**config.mk**
```make
export PLATFORM = sky130hd
export DESIGN_NAME = rvPipeTop
export DESIGN_NICKNAME = d
export VERILOG_FILES = /design/src/hdl/rvPipePkg.sv /design/src/hdl/stageIf.sv /design/src/hdl/decodeStage.sv /design/src/hdl/executeStage.sv /design/src/hdl/fetchStage.sv /design/src/hdl/hazardUnit.sv /design/src/hdl/memWbStage.sv /design/src/hdl/regFile.sv /design/src/hdl/rvPipeTop.sv
export VERILOG_INCLUDE_DIRS = /design/src /design/src/hdl
export SDC_FILE = /design/constraint.sdc
export NUM_CORES = 2
export LEC_CHECK = 0
export BUFFER_PORTS_ARGS = -buffer_cell sky130_fd_sc_hd__buf_2
export CAP_MARGIN = 20
export CORE_MARGIN = 5
export CORE_UTILIZATION = 37
export CTS_CLUSTER_DIAMETER = 60
export CTS_CLUSTER_SIZE = 28
export DETAILED_ROUTE_END_ITERATION = 7
export PLACE_DENSITY = 0.57
export SLEW_MARGIN = 20
export SYNTH_ARGS = -nofsm -noshare
export SYNTH_HDL_FRONTEND = slang
export SYNTH_SLANG_ARGS = --single-unit
```
**constraint.sdc**
```tcl
create_clock -name clk -period 7.3 [get_ports clk]
set_input_delay 0.73 -clock clk [delete_from_list [all_inputs] [get_ports clk]]
set_output_delay 0.73 -clock clk [all_outputs]
set_load 0.1 [all_outputs]
```
**src/hdl/rvPipe_params.svh**
```systemverilog
// word width, opcodes and ALU codes cover the RV32I subset only (no jumps, lui or byte access)
`ifndef RVPIPE_PARAMS_SVH
`define RVPIPE_PARAMS_SVH
`default_nettype none

`define XLEN        32
`define REG_COUNT   32
`define REG_AW      5

`define OP_RTYPE    7'b0110011
`define OP_ITYPE    7'b0010011
`define OP_LOAD     7'b0000011
`define OP_STORE    7'b0100011
`define OP_BRANCH   7'b1100011

// ALU code is {funct7[5], funct3}
`define ALU_ADD     4'b0000
`define ALU_SUB     4'b1000
`define ALU_SLT     4'b0010
`define ALU_XOR     4'b0100
`define ALU_OR      4'b0110
`define ALU_AND     4'b0111
`define ALU_SLL     4'b0001
`define ALU_SRL     4'b0101
`define ALU_SRA     4'b1101

// ALU-op classes from decode
`define ALUOP_ADD       2'b00
`define ALUOP_BRANCH    2'b01
`define ALUOP_REG       2'b10
`define ALUOP_IMM       2'b11

// addi x0,x0,0
`define INSTR_NOP       32'h0000_0013
// opcode 7'h7f decodes to all-zero control
`define INSTR_BUBBLE    32'h0000_007f
`define PC_STEP         32'd4

`default_nettype wire
`endif

```
**src/hdl/rvPipePkg.sv**
```systemverilog
// instruction word views for R and S formats; the I and B immediates are rebuilt from these fields
`default_nettype none

package rvPipePkg;

    // one 32-bit instruction, decoded either as R-type or S-type fields
    typedef union packed {
        struct packed {
            logic [6:0] funct7;
            logic [4:0] rs2;
            logic [4:0] rs1;
            logic [2:0] funct3;
            logic [4:0] rd;
            logic [6:0] opcode;
        } rView;
        struct packed {
            logic [6:0] immHi;
            logic [4:0] rs2;
            logic [4:0] rs1;
            logic [2:0] funct3;
            logic [4:0] immLo;
            logic [6:0] opcode;
        } sView;
    } instrWord;

endpackage

`default_nettype wire

```
**src/hdl/stageIf.sv**
```systemverilog
// stage registers only; decode and execute are the sole writers of these interfaces
`timescale 1ns/1ns
`include "rvPipe_params.svh"
`default_nettype none

// ============================================================
// decode/execute register
// ============================================================
interface idExIf;
    logic               regWrite;
    logic               memToReg;
    logic               memRead;
    logic               memWrite;
    logic               branch;
    logic               aluSrc;
    logic [1:0]         aluOp;
    logic [`REG_AW-1:0] rs1;
    logic [`REG_AW-1:0] rs2;
    logic [`REG_AW-1:0] rd;
    logic [2:0]         funct3;
    logic               funct7b5;
    logic [`XLEN-1:0]   imm;
    logic [`XLEN-1:0]   pc;
    logic [`XLEN-1:0]   rdata1;
    logic [`XLEN-1:0]   rdata2;

    modport decode (output regWrite, memToReg, memRead, memWrite, branch, aluSrc, aluOp,
                    rs1, rs2, rd, funct3, funct7b5, imm, pc, rdata1, rdata2);
    modport execute (input regWrite, memToReg, memRead, memWrite, branch, aluSrc, aluOp,
                     rs1, rs2, rd, funct3, funct7b5, imm, pc, rdata1, rdata2);
    modport hazard (input memRead, rd, rs1, rs2);
endinterface

// ============================================================
// execute/memory register
// ============================================================
interface exMemIf;
    logic               regWrite;
    logic               memToReg;
    logic               memRead;
    logic               memWrite;
    logic [`XLEN-1:0]   aluOut;
    logic [`XLEN-1:0]   storeData;
    logic [`REG_AW-1:0] rd;

    modport execute (output regWrite, memToReg, memRead, memWrite, aluOut, storeData, rd);
    modport mem (input regWrite, memToReg, memRead, memWrite, aluOut, storeData, rd);
    modport hazard (input regWrite, rd);
endinterface

`default_nettype wire

```
**src/hdl/decodeStage.sv**
```systemverilog
// unsupported opcodes decode to no-op control; operand fields are loaded even into a bubble
`timescale 1ns/1ns
`include "rvPipe_params.svh"
`default_nettype none

module decodeStage import rvPipePkg::*; (
    input  logic               clk,
    input  logic               rst_n,
    input  logic               hold,
    input  logic               loadStall,
    input  logic               branchTaken,
    input  instrWord           ifInstr,
    input  logic [`XLEN-1:0]   ifPc,
    input  logic               wbEn,
    input  logic [`REG_AW-1:0] wbRd,
    input  logic [`XLEN-1:0]   wbData,
    idExIf.decode              idEx
);

    // {regWrite, memToReg, memRead, memWrite, branch, aluSrc, aluOp[1:0]}
    logic [7:0]       ctl;
    logic [`XLEN-1:0] imm;
    logic [`XLEN-1:0] rdata1;
    logic [`XLEN-1:0] rdata2;

    regFile regFile_inst (
        .clk    (clk),
        .rst_n  (rst_n),
        .wbEn   (wbEn),
        .wbRd   (wbRd),
        .wbData (wbData),
        .rs1    (ifInstr.rView.rs1),
        .rs2    (ifInstr.rView.rs2),
        .rdata1 (rdata1),
        .rdata2 (rdata2)
    );

    // ============================================================
    // control and immediate decode
    // ============================================================
    always_comb begin
        imm = {{(`XLEN-12){ifInstr.rView.funct7[6]}}, ifInstr.rView.funct7, ifInstr.rView.rs2};
        case (ifInstr.rView.opcode)
            `OP_RTYPE:  ctl = {6'b100000, `ALUOP_REG};
            `OP_ITYPE:  ctl = {6'b100001, `ALUOP_IMM};
            `OP_LOAD:   ctl = {6'b111001, `ALUOP_ADD};
            `OP_STORE: begin
                ctl = {6'b000101, `ALUOP_ADD};
                imm = {{(`XLEN-12){ifInstr.sView.immHi[6]}}, ifInstr.sView.immHi,
                       ifInstr.sView.immLo};
            end
            `OP_BRANCH: begin
                ctl = {6'b000010, `ALUOP_BRANCH};
                // B-type bits reshuffled from the S-type fields
                imm = {{(`XLEN-12){ifInstr.sView.immHi[6]}}, ifInstr.sView.immLo[0],
                       ifInstr.sView.immHi[5:0], ifInstr.sView.immLo[4:1], 1'b0};
            end
            default:    ctl = '0;
        endcase
    end

    // control bits, cleared on squash or load-use bubble
    always_ff @(posedge clk or negedge rst_n) begin
        if (!rst_n) begin
            {idEx.regWrite, idEx.memToReg, idEx.memRead, idEx.memWrite,
             idEx.branch, idEx.aluSrc, idEx.aluOp} <= '0;
        end else if (!hold) begin
            {idEx.regWrite, idEx.memToReg, idEx.memRead, idEx.memWrite,
             idEx.branch, idEx.aluSrc, idEx.aluOp} <= (branchTaken || loadStall) ? '0 : ctl;
        end
    end

    // operand payload
    always_ff @(posedge clk) begin
        if (!hold) begin
            idEx.rs1      <= ifInstr.rView.rs1;
            idEx.rs2      <= ifInstr.rView.rs2;
            idEx.rd       <= ifInstr.rView.rd;
            idEx.funct3   <= ifInstr.rView.funct3;
            idEx.funct7b5 <= ifInstr.rView.funct7[5];
            idEx.imm      <= imm;
            idEx.pc       <= ifPc;
            idEx.rdata1   <= rdata1;
            idEx.rdata2   <= rdata2;
        end
    end

endmodule

`default_nettype wire

```
**src/hdl/executeStage.sv**
```systemverilog
// branches are beq/bne only and resolve here; the store word leaves in bus (big-endian) order
`timescale 1ns/1ns
`include "rvPipe_params.svh"
`default_nettype none

module executeStage (
    input  logic              clk,
    input  logic              rst_n,
    input  logic              hold,
    input  logic [1:0]        fwdA,
    input  logic [1:0]        fwdB,
    input  logic [`XLEN-1:0]  wbData,
    idExIf.execute            idEx,
    exMemIf.execute           exMem,
    output logic              branchTaken,
    output logic [`XLEN-1:0]  branchTarget
);

    logic [`XLEN-1:0] opA;
    logic [`XLEN-1:0] opB;
    logic [`XLEN-1:0] aluB;
    logic [`XLEN-1:0] aluResult;
    logic [3:0]       aluCode;

    // ============================================================
    // operand forwarding
    // ============================================================
    // bit 1 selects the memory stage, bit 0 the writeback bus
    assign opA  = fwdA[1] ? exMem.aluOut : fwdA[0] ? wbData : idEx.rdata1;
    assign opB  = fwdB[1] ? exMem.aluOut : fwdB[0] ? wbData : idEx.rdata2;
    assign aluB = idEx.aluSrc ? idEx.imm : opB;

    // ALU control
    always_comb begin
        case (idEx.aluOp)
            `ALUOP_REG:    aluCode = {idEx.funct7b5, idEx.funct3};
            // funct7 bit only matters for srai
            `ALUOP_IMM:    aluCode = {idEx.funct7b5 && idEx.funct3 == 3'b101, idEx.funct3};
            `ALUOP_BRANCH: aluCode = `ALU_SUB;
            default:       aluCode = `ALU_ADD;
        endcase
    end

    always_comb begin
        case (aluCode)
            `ALU_SUB: aluResult = opA - aluB;
            `ALU_SLT: aluResult = {{(`XLEN-1){1'b0}}, $signed(opA) < $signed(aluB)};
            `ALU_XOR: aluResult = opA ^ aluB;
            `ALU_OR:  aluResult = opA | aluB;
            `ALU_AND: aluResult = opA & aluB;
            `ALU_SLL: aluResult = opA << aluB[4:0];
            `ALU_SRL: aluResult = opA >> aluB[4:0];
            `ALU_SRA: aluResult = $signed(opA) >>> aluB[4:0];
            default:  aluResult = opA + aluB;
        endcase
    end

    // beq on zero difference, bne when funct3[0] set
    assign branchTaken  = idEx.branch && ((aluResult == '0) ^ idEx.funct3[0]);
    assign branchTarget = idEx.pc + idEx.imm;

    // ============================================================
    // execute/memory register
    // ============================================================
    always_ff @(posedge clk or negedge rst_n) begin
        if (!rst_n) begin
            exMem.regWrite <= 1'b0;
            exMem.memToReg <= 1'b0;
            exMem.memRead  <= 1'b0;
            exMem.memWrite <= 1'b0;
        end else if (!hold) begin
            exMem.regWrite <= idEx.regWrite;
            exMem.memToReg <= idEx.memToReg;
            exMem.memRead  <= idEx.memRead;
            exMem.memWrite <= idEx.memWrite;
        end
    end

    always_ff @(posedge clk) begin
        if (!hold) begin
            exMem.aluOut    <= aluResult;
            exMem.storeData <= {<<8{opB}};
            exMem.rd        <= idEx.rd;
        end
    end

endmodule

`default_nettype wire

```
**src/hdl/fetchStage.sv**
```systemverilog
// icache returns big-endian words combinationally on icacheAddr; a taken branch wins over loadStall
`timescale 1ns/1ns
`include "rvPipe_params.svh"
`default_nettype none

module fetchStage import rvPipePkg::*; (
    input  logic              clk,
    input  logic              rst_n,
    input  logic              hold,
    input  logic              loadStall,
    input  logic              branchTaken,
    input  logic [`XLEN-1:0]  branchTarget,
    input  logic [`XLEN-1:0]  icacheRdata,
    output logic [`XLEN-3:0]  icacheAddr,
    output instrWord          ifInstr,
    output logic [`XLEN-1:0]  ifPc
);

    logic [`XLEN-1:0] pc;
    logic [`XLEN-1:0] fetched;

    // word address out, big-endian bus word swapped to native order
    assign icacheAddr = pc[`XLEN-1:2];
    assign fetched    = {<<8{icacheRdata}};

    always_ff @(posedge clk or negedge rst_n) begin
        if (!rst_n) begin
            pc      <= '0;
            ifInstr <= `INSTR_NOP;
            ifPc    <= '0;
        end else if (!hold) begin
            if (branchTaken) begin
                // squash the word fetched behind the branch
                pc      <= branchTarget;
                ifInstr <= `INSTR_BUBBLE;
            end else if (!loadStall) begin
                pc      <= pc + `PC_STEP;
                ifInstr <= fetched;
                ifPc    <= pc;
            end
        end
    end

endmodule

`default_nettype wire

```
**src/hdl/hazardUnit.sv**
```systemverilog
// purely combinational; rs2 of an I-type word is compared too, which may add a spare bubble
`timescale 1ns/1ns
`include "rvPipe_params.svh"
`default_nettype none

module hazardUnit import rvPipePkg::*; (
    input  logic               icacheStall,
    input  logic               dcacheStall,
    input  logic               wbEn,
    input  logic [`REG_AW-1:0] wbRd,
    idExIf.hazard              idEx,
    exMemIf.hazard             exMem,
    input  instrWord           ifInstr,
    output logic               hold,
    output logic               loadStall,
    output logic [1:0]         fwdA,
    output logic [1:0]         fwdB
);

    logic memLive;
    logic wbLive;

    // any memory stall freezes the whole pipe
    assign hold = icacheStall || dcacheStall;

    // load in execute feeding the word in decode
    assign loadStall = idEx.memRead && (idEx.rd != '0) &&
                       (idEx.rd == ifInstr.rView.rs1 || idEx.rd == ifInstr.rView.rs2);

    // producers that write a real register
    assign memLive = exMem.regWrite && (exMem.rd != '0);
    assign wbLive  = wbEn && (wbRd != '0);

    // memory stage wins over writeback
    assign fwdA = {memLive && exMem.rd == idEx.rs1, wbLive && wbRd == idEx.rs1};
    assign fwdB = {memLive && exMem.rd == idEx.rs2, wbLive && wbRd == idEx.rs2};

endmodule

`default_nettype wire

```
**src/hdl/memWbStage.sv**
```systemverilog
// dcache answers reads combinationally in the same cycle; addresses are word aligned
`timescale 1ns/1ns
`include "rvPipe_params.svh"
`default_nettype none

module memWbStage (
    input  logic               clk,
    input  logic               rst_n,
    input  logic               hold,
    exMemIf.mem                exMem,
    input  logic [`XLEN-1:0]   dcacheRdata,
    output logic               dcacheRen,
    output logic               dcacheWen,
    output logic [`XLEN-3:0]   dcacheAddr,
    output logic [`XLEN-1:0]   dcacheWdata,
    output logic               wbEn,
    output logic [`REG_AW-1:0] wbRd,
    output logic [`XLEN-1:0]   wbData
);

    logic             memToReg;
    logic [`XLEN-1:0] aluOut;
    logic [`XLEN-1:0] loadData;

    // data port straight from the execute/memory register
    assign dcacheRen   = exMem.memRead;
    assign dcacheWen   = exMem.memWrite;
    assign dcacheAddr  = exMem.aluOut[`XLEN-1:2];
    assign dcacheWdata = exMem.storeData;

    always_ff @(posedge clk or negedge rst_n) begin
        if (!rst_n) begin
            wbEn     <= 1'b0;
            memToReg <= 1'b0;
        end else if (!hold) begin
            wbEn     <= exMem.regWrite;
            memToReg <= exMem.memToReg;
        end
    end

    always_ff @(posedge clk) begin
        if (!hold) begin
            wbRd     <= exMem.rd;
            aluOut   <= exMem.aluOut;
            loadData <= dcacheRdata;
        end
    end

    // load word back to little-endian
    assign wbData = memToReg ? {<<8{loadData}} : aluOut;

endmodule

`default_nettype wire

```
**src/hdl/regFile.sv**
```systemverilog
// two async read ports, one write port; a same-cycle write is visible on the read ports
`timescale 1ns/1ns
`include "rvPipe_params.svh"
`default_nettype none

module regFile (
    input  logic               clk,
    input  logic               rst_n,
    input  logic               wbEn,
    input  logic [`REG_AW-1:0] wbRd,
    input  logic [`XLEN-1:0]   wbData,
    input  logic [`REG_AW-1:0] rs1,
    input  logic [`REG_AW-1:0] rs2,
    output logic [`XLEN-1:0]   rdata1,
    output logic [`XLEN-1:0]   rdata2
);

    logic [`XLEN-1:0] regs [`REG_COUNT];
    logic             wrLive;

    // x0 is never written
    assign wrLive = wbEn && (wbRd != '0);

    always_ff @(posedge clk or negedge rst_n) begin
        if (!rst_n) begin
            for (int i = 0; i < `REG_COUNT; i++) begin
                regs[i] <= '0;
            end
        end else if (wrLive) begin
            regs[wbRd] <= wbData;
        end
    end

    // write-through bypass
    assign rdata1 = (rs1 == '0) ? '0 : (wrLive && wbRd == rs1) ? wbData : regs[rs1];
    assign rdata2 = (rs2 == '0) ? '0 : (wrLive && wbRd == rs2) ? wbData : regs[rs2];

endmodule

`default_nettype wire

```
**src/hdl/rvPipeTop.sv**
```systemverilog
// both buses carry big-endian words; stall inputs are levels that freeze the whole core
`timescale 1ns/1ns
`include "rvPipe_params.svh"
`default_nettype none

module rvPipeTop import rvPipePkg::*; (
    input  logic              clk,
    input  logic              rst_n,
    // instruction port
    output logic [`XLEN-3:0]  icacheAddr,
    input  logic [`XLEN-1:0]  icacheRdata,
    input  logic              icacheStall,
    // data port
    output logic              dcacheRen,
    output logic              dcacheWen,
    output logic [`XLEN-3:0]  dcacheAddr,
    output logic [`XLEN-1:0]  dcacheWdata,
    input  logic [`XLEN-1:0]  dcacheRdata,
    input  logic              dcacheStall
);

    instrWord           ifInstr;
    logic [`XLEN-1:0]   ifPc;
    logic               hold;
    logic               loadStall;
    logic [1:0]         fwdA;
    logic [1:0]         fwdB;
    logic               branchTaken;
    logic [`XLEN-1:0]   branchTarget;
    logic               wbEn;
    logic [`REG_AW-1:0] wbRd;
    logic [`XLEN-1:0]   wbData;

    idExIf  idEx ();
    exMemIf exMem ();

    fetchStage fetchStage_inst (
        .clk, .rst_n, .hold, .loadStall, .branchTaken, .branchTarget,
        .icacheRdata, .icacheAddr, .ifInstr, .ifPc
    );

    decodeStage decodeStage_inst (
        .clk, .rst_n, .hold, .loadStall, .branchTaken, .ifInstr, .ifPc,
        .wbEn, .wbRd, .wbData, .idEx(idEx.decode)
    );

    executeStage executeStage_inst (
        .clk, .rst_n, .hold, .fwdA, .fwdB, .wbData,
        .idEx(idEx.execute), .exMem(exMem.execute), .branchTaken, .branchTarget
    );

    memWbStage memWbStage_inst (
        .clk, .rst_n, .hold, .exMem(exMem.mem), .dcacheRdata,
        .dcacheRen, .dcacheWen, .dcacheAddr, .dcacheWdata, .wbEn, .wbRd, .wbData
    );

    hazardUnit hazardUnit_inst (
        .icacheStall, .dcacheStall, .wbEn, .wbRd,
        .idEx(idEx.hazard), .exMem(exMem.hazard), .ifInstr,
        .hold, .loadStall, .fwdA, .fwdB
    );

endmodule

`default_nettype wire

```
## After elaboration in Yosys (flattened, before gate mapping)

Cells that the tools add are included.
Widths: inputs -> output; s select.

| cells by class | value |
|---|---|
| add/sub/neg operators | 4 |
| magnitude comparators | 5 |
| eq/ne operators | 26 |
| shift-type cells | 3 |
| mux-type cells | 26 |
| bitwise gates (word level) | 10 |
| reduce and logical (&&, ||, !) cells | 24 |

Operator list:

| operator | number |
|---|---|
| $bwmux 1024 | 1 |
| $mux 32 | 17 |
| $bmux 32 s5 | 2 |
| $pmux 32 s8 | 1 |
| $demux 32 s5 | 1 |
| $add 32x32->32 | 2 |
| $eq 5x5->1 | 8 |
| $pmux 8 s5 | 1 |
| $add 32x3->32 const B | 1 |
| $and 32x32->32 | 1 |
| $logic_not 32->1 | 1 |
| $lt 32x32->1 | 1 |
| $or 32x32->32 | 1 |
| $shl 32x5->32 | 1 |
| $shr 32x5->32 | 1 |
| $sshr 32x5->32 | 1 |
| $sub 32x32->32 | 1 |
| $xor 32x32->32 | 1 |
| $pmux 12 s2 | 1 |
| $ge 6x6->1 const B | 3 |
| $not 5->6 | 3 |
| $eq 4x3->1 const B | 4 |
| $reduce_bool 5->1 | 3 |
| $eq 7x6->1 const B | 2 |
| other kinds (20) | 39 |

| word-level totals | value |
|---|---|
| flip-flop bits (word level) | 1400 |
| output and inout port bits | 94 |

## Depth between registers and ports, before layout

| depth | value |
|---|---|
| depth in word-level cells | 13 |
| depth in mapped cells | 33 |

## Cells and area by module

Synthesis repeated with hierarchy kept, for this count alone.

| unflattened totals | value |
|---|---|
| cell total of the unflattened synthesis | 6747 |
| area total of the unflattened synthesis | 82034.9 um2 |

By module, submodules not included:

| module | times used | cells an instance | area each (um2) | sequential area each (um2) |
|---|---|---|---|---|
| regFile | 1 | 3939 | 55095.3 | 25624.6 |
| executeStage | 1 | 1902 | 14320.0 | 2172.1 |
| fetchStage | 1 | 495 | 4653.2 | 2406.1 |
| decodeStage | 1 | 187 | 4413.0 | 3988.8 |
| memWbStage | 1 | 174 | 3169.3 | 2122.0 |
| hazardUnit | 1 | 50 | 384.1 | 0.0 |

## Least setup slack after synthesis

Ideal clock, no wire load.

| path | value |
|---|---|
| path type | reg2reg |
| start point | reg executeStage_inst.exMem.rd[0] |
| end point | reg fetchStage_inst.pc[30] |
| setup time | 0.123 ns |
| arrival time | 7.137 ns |
| data required time | 7.177 ns |
| setup slack | 0.040 ns |
| stages on the path, launching flop included | 31 |
| period minus slack after synthesis | 7.260 ns |
| path through | edfxtp_1 > or4_1 > o21a_1 > buf_6 > a31oi_4 > a31o_1 > buf_2 > buf_2 > buf_2 > buf_1 > clkbuf_1 > ha_1 > nand2b_1 > a21oi_1 > o21bai_1 > a211o_1 > a31o_2 > o41a_1 > o21ai_0 > nor4_1 > o32ai_1 > nand4_1 > nor3_1 > or4b_1 > nor3_2 > nand4_1 > buf_4 > nand2_4 > buf_2 > o211ai_1 > a21o_1 |

| on the way | value |
|---|---|
| cells in the longest elaborated chain, start to end | 12 |
| elaborated cells between the ends (all ways) | 25 |
| classes of those cells | add/sub: 2; order compare: 1; eq/ne: 3; shift: 3; mux: 5; bitwise: 4; reduce/logical: 7 |

RTL lines:

| element | line | text |
|---|---|---|
| from (decl) | stageIf.sv:46 | `modport execute (output regWrite, memToReg, memRead, memWrite, aluOut, storeData, rd);` |
| $reduce_bool 5->1 | hazardUnit.sv:31 | `assign memLive = exMem.regWrite && (exMem.rd != '0);` |
| $logic_and 1x1->1 | hazardUnit.sv:31 |  |
| $logic_and 1x1->1 | hazardUnit.sv:36 | `assign fwdB = {memLive && exMem.rd == idEx.rs2, wbLive && wbRd == idEx.rs2};` |
| $mux 32 | executeStage.sv:30 | `assign opB = fwdB[1] ? exMem.aluOut : fwdB[0] ? wbData : idEx.rdata2;` |
| $mux 32 | executeStage.sv:31 | `assign aluB = idEx.aluSrc ? idEx.imm : opB;` |
| $add 32x32->32 (tied with other cells) | executeStage.sv:54 | `default: aluResult = opA + aluB;` |
| $pmux 32 s8 * | executeStage.sv:45 | `case (aluCode)` |
| via executeStage_inst.aluResult[27] | executeStage.sv:22 | `` logic [`XLEN-1:0] aluResult; `` |
| $logic_not 32->1 * | executeStage.sv:59 | `assign branchTaken = idEx.branch && ((aluResult == '0) ^ idEx.funct3[0]);` |
| $xor 1x1->1 * | executeStage.sv:59 |  |
| $logic_and 1x1->1 * | executeStage.sv:59 |  |
| $ne 2x2->1 (no source line) | -- |  |
| $reduce_and 2->1 (no source line) | -- |  |
| to (signal assigned) | fetchStage.sv:34 | `pc <= branchTarget;` |
| to (signal assigned) | fetchStage.sv:37 | `` pc <= pc + `PC_STEP; `` |
| to (decl) | fetchStage.sv:19 | `` logic [`XLEN-1:0] pc; `` |

The timed path passes the listed nets; every way through them passes the cells marked *.
A chain may end at the register's enable or synchronous reset.

## Worst setup path in the final report

| path | value |
|---|---|
| start point | reg executeStage_inst.exMem.rd[0] |
| end point | reg fetchStage_inst.pc[4] |

The elaborated chain is that of the path after synthesis.

==> metrics.log <==
[metrics] layout filler cell count: 20570
[metrics] level count of the clock H-tree: 3
[metrics] largest net degree at the start of global routing: 165
[metrics] antenna violations before repair: 9
[metrics] fraction of power consumed by sequential logic: 0.444
[metrics] number of remaining DRC errors: 0
[metrics] measured slew at the worst slew-check pin: 1.262 ns
[metrics] most common library cells after synthesis: sky130_fd_sc_hd__dfrtp_1, sky130_fd_sc_hd__nor2_1, sky130_fd_sc_hd__a21oi_1
[metrics] clock root buffer master: sky130_fd_sc_hd__clkbuf_16
[metrics] Site Rows: 170
[metrics] fraction of post-synthesis cell area in the top cell type by area: 0.3548
[metrics] netlist area before placement: 0.07964 mm2
[metrics] sw power: 6.647 mW
[metrics] total core area: 0.2144 mm2
[metrics] run status: complete, no violations
[metrics] total number of vias: 63920
[metrics] total setup violations reported at the end of the flow: 0
[metrics] wire length of the first global-routing pass: 442.0 mm
[metrics] internal power summed over all cells: 13.27 mW
[metrics] startpoint type of the worst setup path: flip-flop
[metrics] dominant cell type by area after synthesis: sky130_fd_sc_hd__dfrtp_1
[metrics] pwr/cell area: 222.3 mW/mm2
[metrics] Worst path max stage delay: 0.54 ns
[metrics] flops & latches, synth: 1397
[metrics] Slowest cell on crit path: sky130_fd_sc_hd__or4_1
[metrics] share of post-route cells with drive strength above 1: 0.2089
[metrics] timing-limited maximum frequency: 140.7 MHz
[metrics] worst hold margin: 0.1025 ns
[metrics] number of placed I/O pins: 162
[metrics] largest vdd supply drop: 208.0 uV
[metrics] max reg flops: 1024
[metrics] sequential area share after synthesis: 0.4557
[metrics] Worst setup EP type: flip-flop
[metrics] CTS buffer count: 119
[metrics] die outline width: 473.9 um
[metrics] clock tree from TritonCTS: done
[metrics] input/output buffers: 161
[metrics] sink count of the clock tree: 1397
[metrics] max_cap viols: 0
[metrics] cell with the most instances after synthesis: sky130_fd_sc_hd__dfrtp_1
[metrics] main area contributors after synthesis: sky130_fd_sc_hd__dfrtp_1, sky130_fd_sc_hd__mux4_2, sky130_fd_sc_hd__edfxtp_1
[metrics] data required time at the worst endpoint: 7.98 ns
[metrics] net count reported at finish: 7806
[metrics] Layout area overhead: 12.49%
[metrics] critical path type: flip-flop to flip-flop
[metrics] starting DRC count in detailed routing: 6718
[metrics] Bufs on Longest Clock Path: 3
[metrics] part of the power in combinational logic: 0.199
[metrics] initial standard-cell utilization of the core: 0.3714
[metrics] total count of max-transition violations in the final report: 0
[metrics] minimum period implied by the final worst setup slack: 7.108 ns
[metrics] Hold Crit Class: input port to flip-flop
[metrics] kind of cell with the highest combined delay on the critical path: compound AO/OA/AOI/OAI gates
[metrics] clock-pin slew on the worst setup and hold paths: 0.08 ns
[metrics] Die Ht: 473.9 um
[metrics] skew final: 0.03448 ns
[metrics] synthesized area per cell: 10.36 um2
[metrics] Synth Flop Type: sky130_fd_sc_hd__dfrtp_1
[metrics] CP most frequent cell: sky130_fd_sc_hd__buf_4
[metrics] FFs w/ async S/R, synth: 0.8103
[metrics] overall routed net length: 301.4 mm
[metrics] period utilisation layout: 0.9736
[metrics] total power consumption of the routed design: 19.91 mW
[metrics] Yosys warnings: 0
[metrics] global-route usage over all layers: 0.2640
[metrics] fraction of power spent switching nets: 0.3338
[metrics] detailed-route vias per instance: 6.057
[metrics] Arr. time, crit path: 7.79 ns
[metrics] synthesized netlist cell count: 7688
[metrics] average wire per standard cell: 28.56 um
[metrics] Buf/Inv on CP: 8
[metrics] drt first pass iters: 6
[metrics] final-layout setup total negative slack: 0 ns
[metrics] area enclosed by the die boundary: 0.2246 mm2
[metrics] gpl congestion: 1.067
[metrics] biggest fanout along the worst timing path: 14
[metrics] P_leak: 36.58 nW
[metrics] number of flops mapped to enable cells by yosys: 265
[metrics] vias in the first global route: 63040
[metrics] GRT overflow: 0
[metrics] Worst slew margin: 0.1530
[metrics] antenna-violating nets left: 0
[metrics] net count of the mapped netlist: 7888
[metrics] clock latency of the later-clocked register in the worst-skew pair: 0.82 ns
[metrics] fraction of the core area covered by cells at the end of the flow: 0.4178
[metrics] Clock power frac: 0.357
[metrics] number of distinct library cells after synthesis: 105
[metrics] half-perimeter wire length after detailed placement: 194.2 mm
[metrics] register bank with the most flops: decodeStage_inst.regFile_inst.regs
[metrics] number of hold violations in the final report: 0
worst reg2reg max path, delay by kind of cell, from the launching register on:
kind,cells,cell delay (ns)
flip-flops,1,0.38
adder cells (fa/ha/maj),2,0.60
XOR/XNOR,1,0.15
AO/OA/AOI/OAI,14,2.87
buffers and inverters,8,1.24
AND/OR/NAND/NOR,7,1.75
final timing paths:
path | depth (start not counted) | slack, ns | end | startpoint
worst max-delay path | 32 | 0.19 | fetchStage_inst.pc[4] | executeStage_inst.exMem.rd[0]
min in group asynchronous | 2 | 0.52 | decodeStage_inst.regFile_inst.regs[127] | rst_n
worst min-delay path | 1 | 0.10 | memWbStage_inst.loadData[19] | dcacheRdata[19]
worst min register to register | 0 | 0.40 | decodeStage_inst.regFile_inst.regs[1012] | decodeStage_inst.regFile_inst.regs[1012]
worst max register to register | 32 | 0.19 | fetchStage_inst.pc[4] | executeStage_inst.exMem.rd[0]
max in group asynchronous | 4 | 4.87 | decodeStage_inst.regFile_inst.regs[440] | rst_n
per-layer routing:
metal  vias up  part of all wire  GRT usage
met4         2             0.048     0.1118
met3       619             0.071    0.03612
met5         -          0.000027          0
met2      2783              0.47     0.4259
li1      28180                 -          -
met1     32330              0.42     0.3586
layout by cell type (no fill, tap or decap), drive strengths merged, types with 56 or more instances in the layout:
cell and count:
a21oi 790, mux2 132, buf 578, edfxtp 265, a221oi 60, o22ai 87
a211oi 139, o211ai 56, nor2 835, mux4 462, nand3 72, clkbuf 127
ha 129, nand2 723, o21ai 678, dfrtp 1129, mux2i 241, inv 171
nor3 190
kinds of logic after synthesis:
group / synth area share
compound gates: 0.1733
xor+xnor: 0.009018
fa+ha+maj: 0.02102
buf+inv: 0.04715
flops: 0.4557
mux: 0.1801
simple gates: 0.1138
what timing repair did:
action                                  4_1_cts  5_1_grt
gates resized for setup                      11       51
endpoints found under the hold margin        73        0
pin swaps                                     3       10
endpoints found under the setup margin      103      103
buffers inserted                              2        5
hold buffers                                  1        0
gates cloned                                  0        1
power groups by stage:
stage / sequential [mW] / combinational [mW] / clock (mW)
2_1_floorplan: 8.78 / 2.57 / 0
4_1_cts: 8.83 / 3.89 / 7.26
3_5_place_dp: 8.99 / 3.87 / 0
5_1_grt: 8.89 / 4.18 / 7.56
6_report: 8.84 / 3.95 / 7.12
3_3_place_gp: 8.97 / 3.86 / 0
metrics by stage:
stage,setup slack (ns),std cells,area (um2)
6_report,0.1925,10550,89580
5_1_grt,-0.03847,10550,89570
4_1_cts,0.01360,10540,89230
3_5_place_dp,-0.4743,10310,84790
3_3_place_gp,-0.4253,10310,84790
2_1_floorplan,0.04002,7688,79640
cell type report:
class,count,area [um2],area share
repair buffers,580,4420,0.04935
clock inverters,100,1286,0.01436
inverters,115,439.2,0.004902
well taps,2838,3551,0.03964
diodes,4,10.01,0.0001117
flip-flops and latches,1397,36330,0.4055
clock buffers,126,3055,0.03411
multi-input cells,5393,40490,0.4520
No activity file was read; power rests on OpenSTA's default activity.
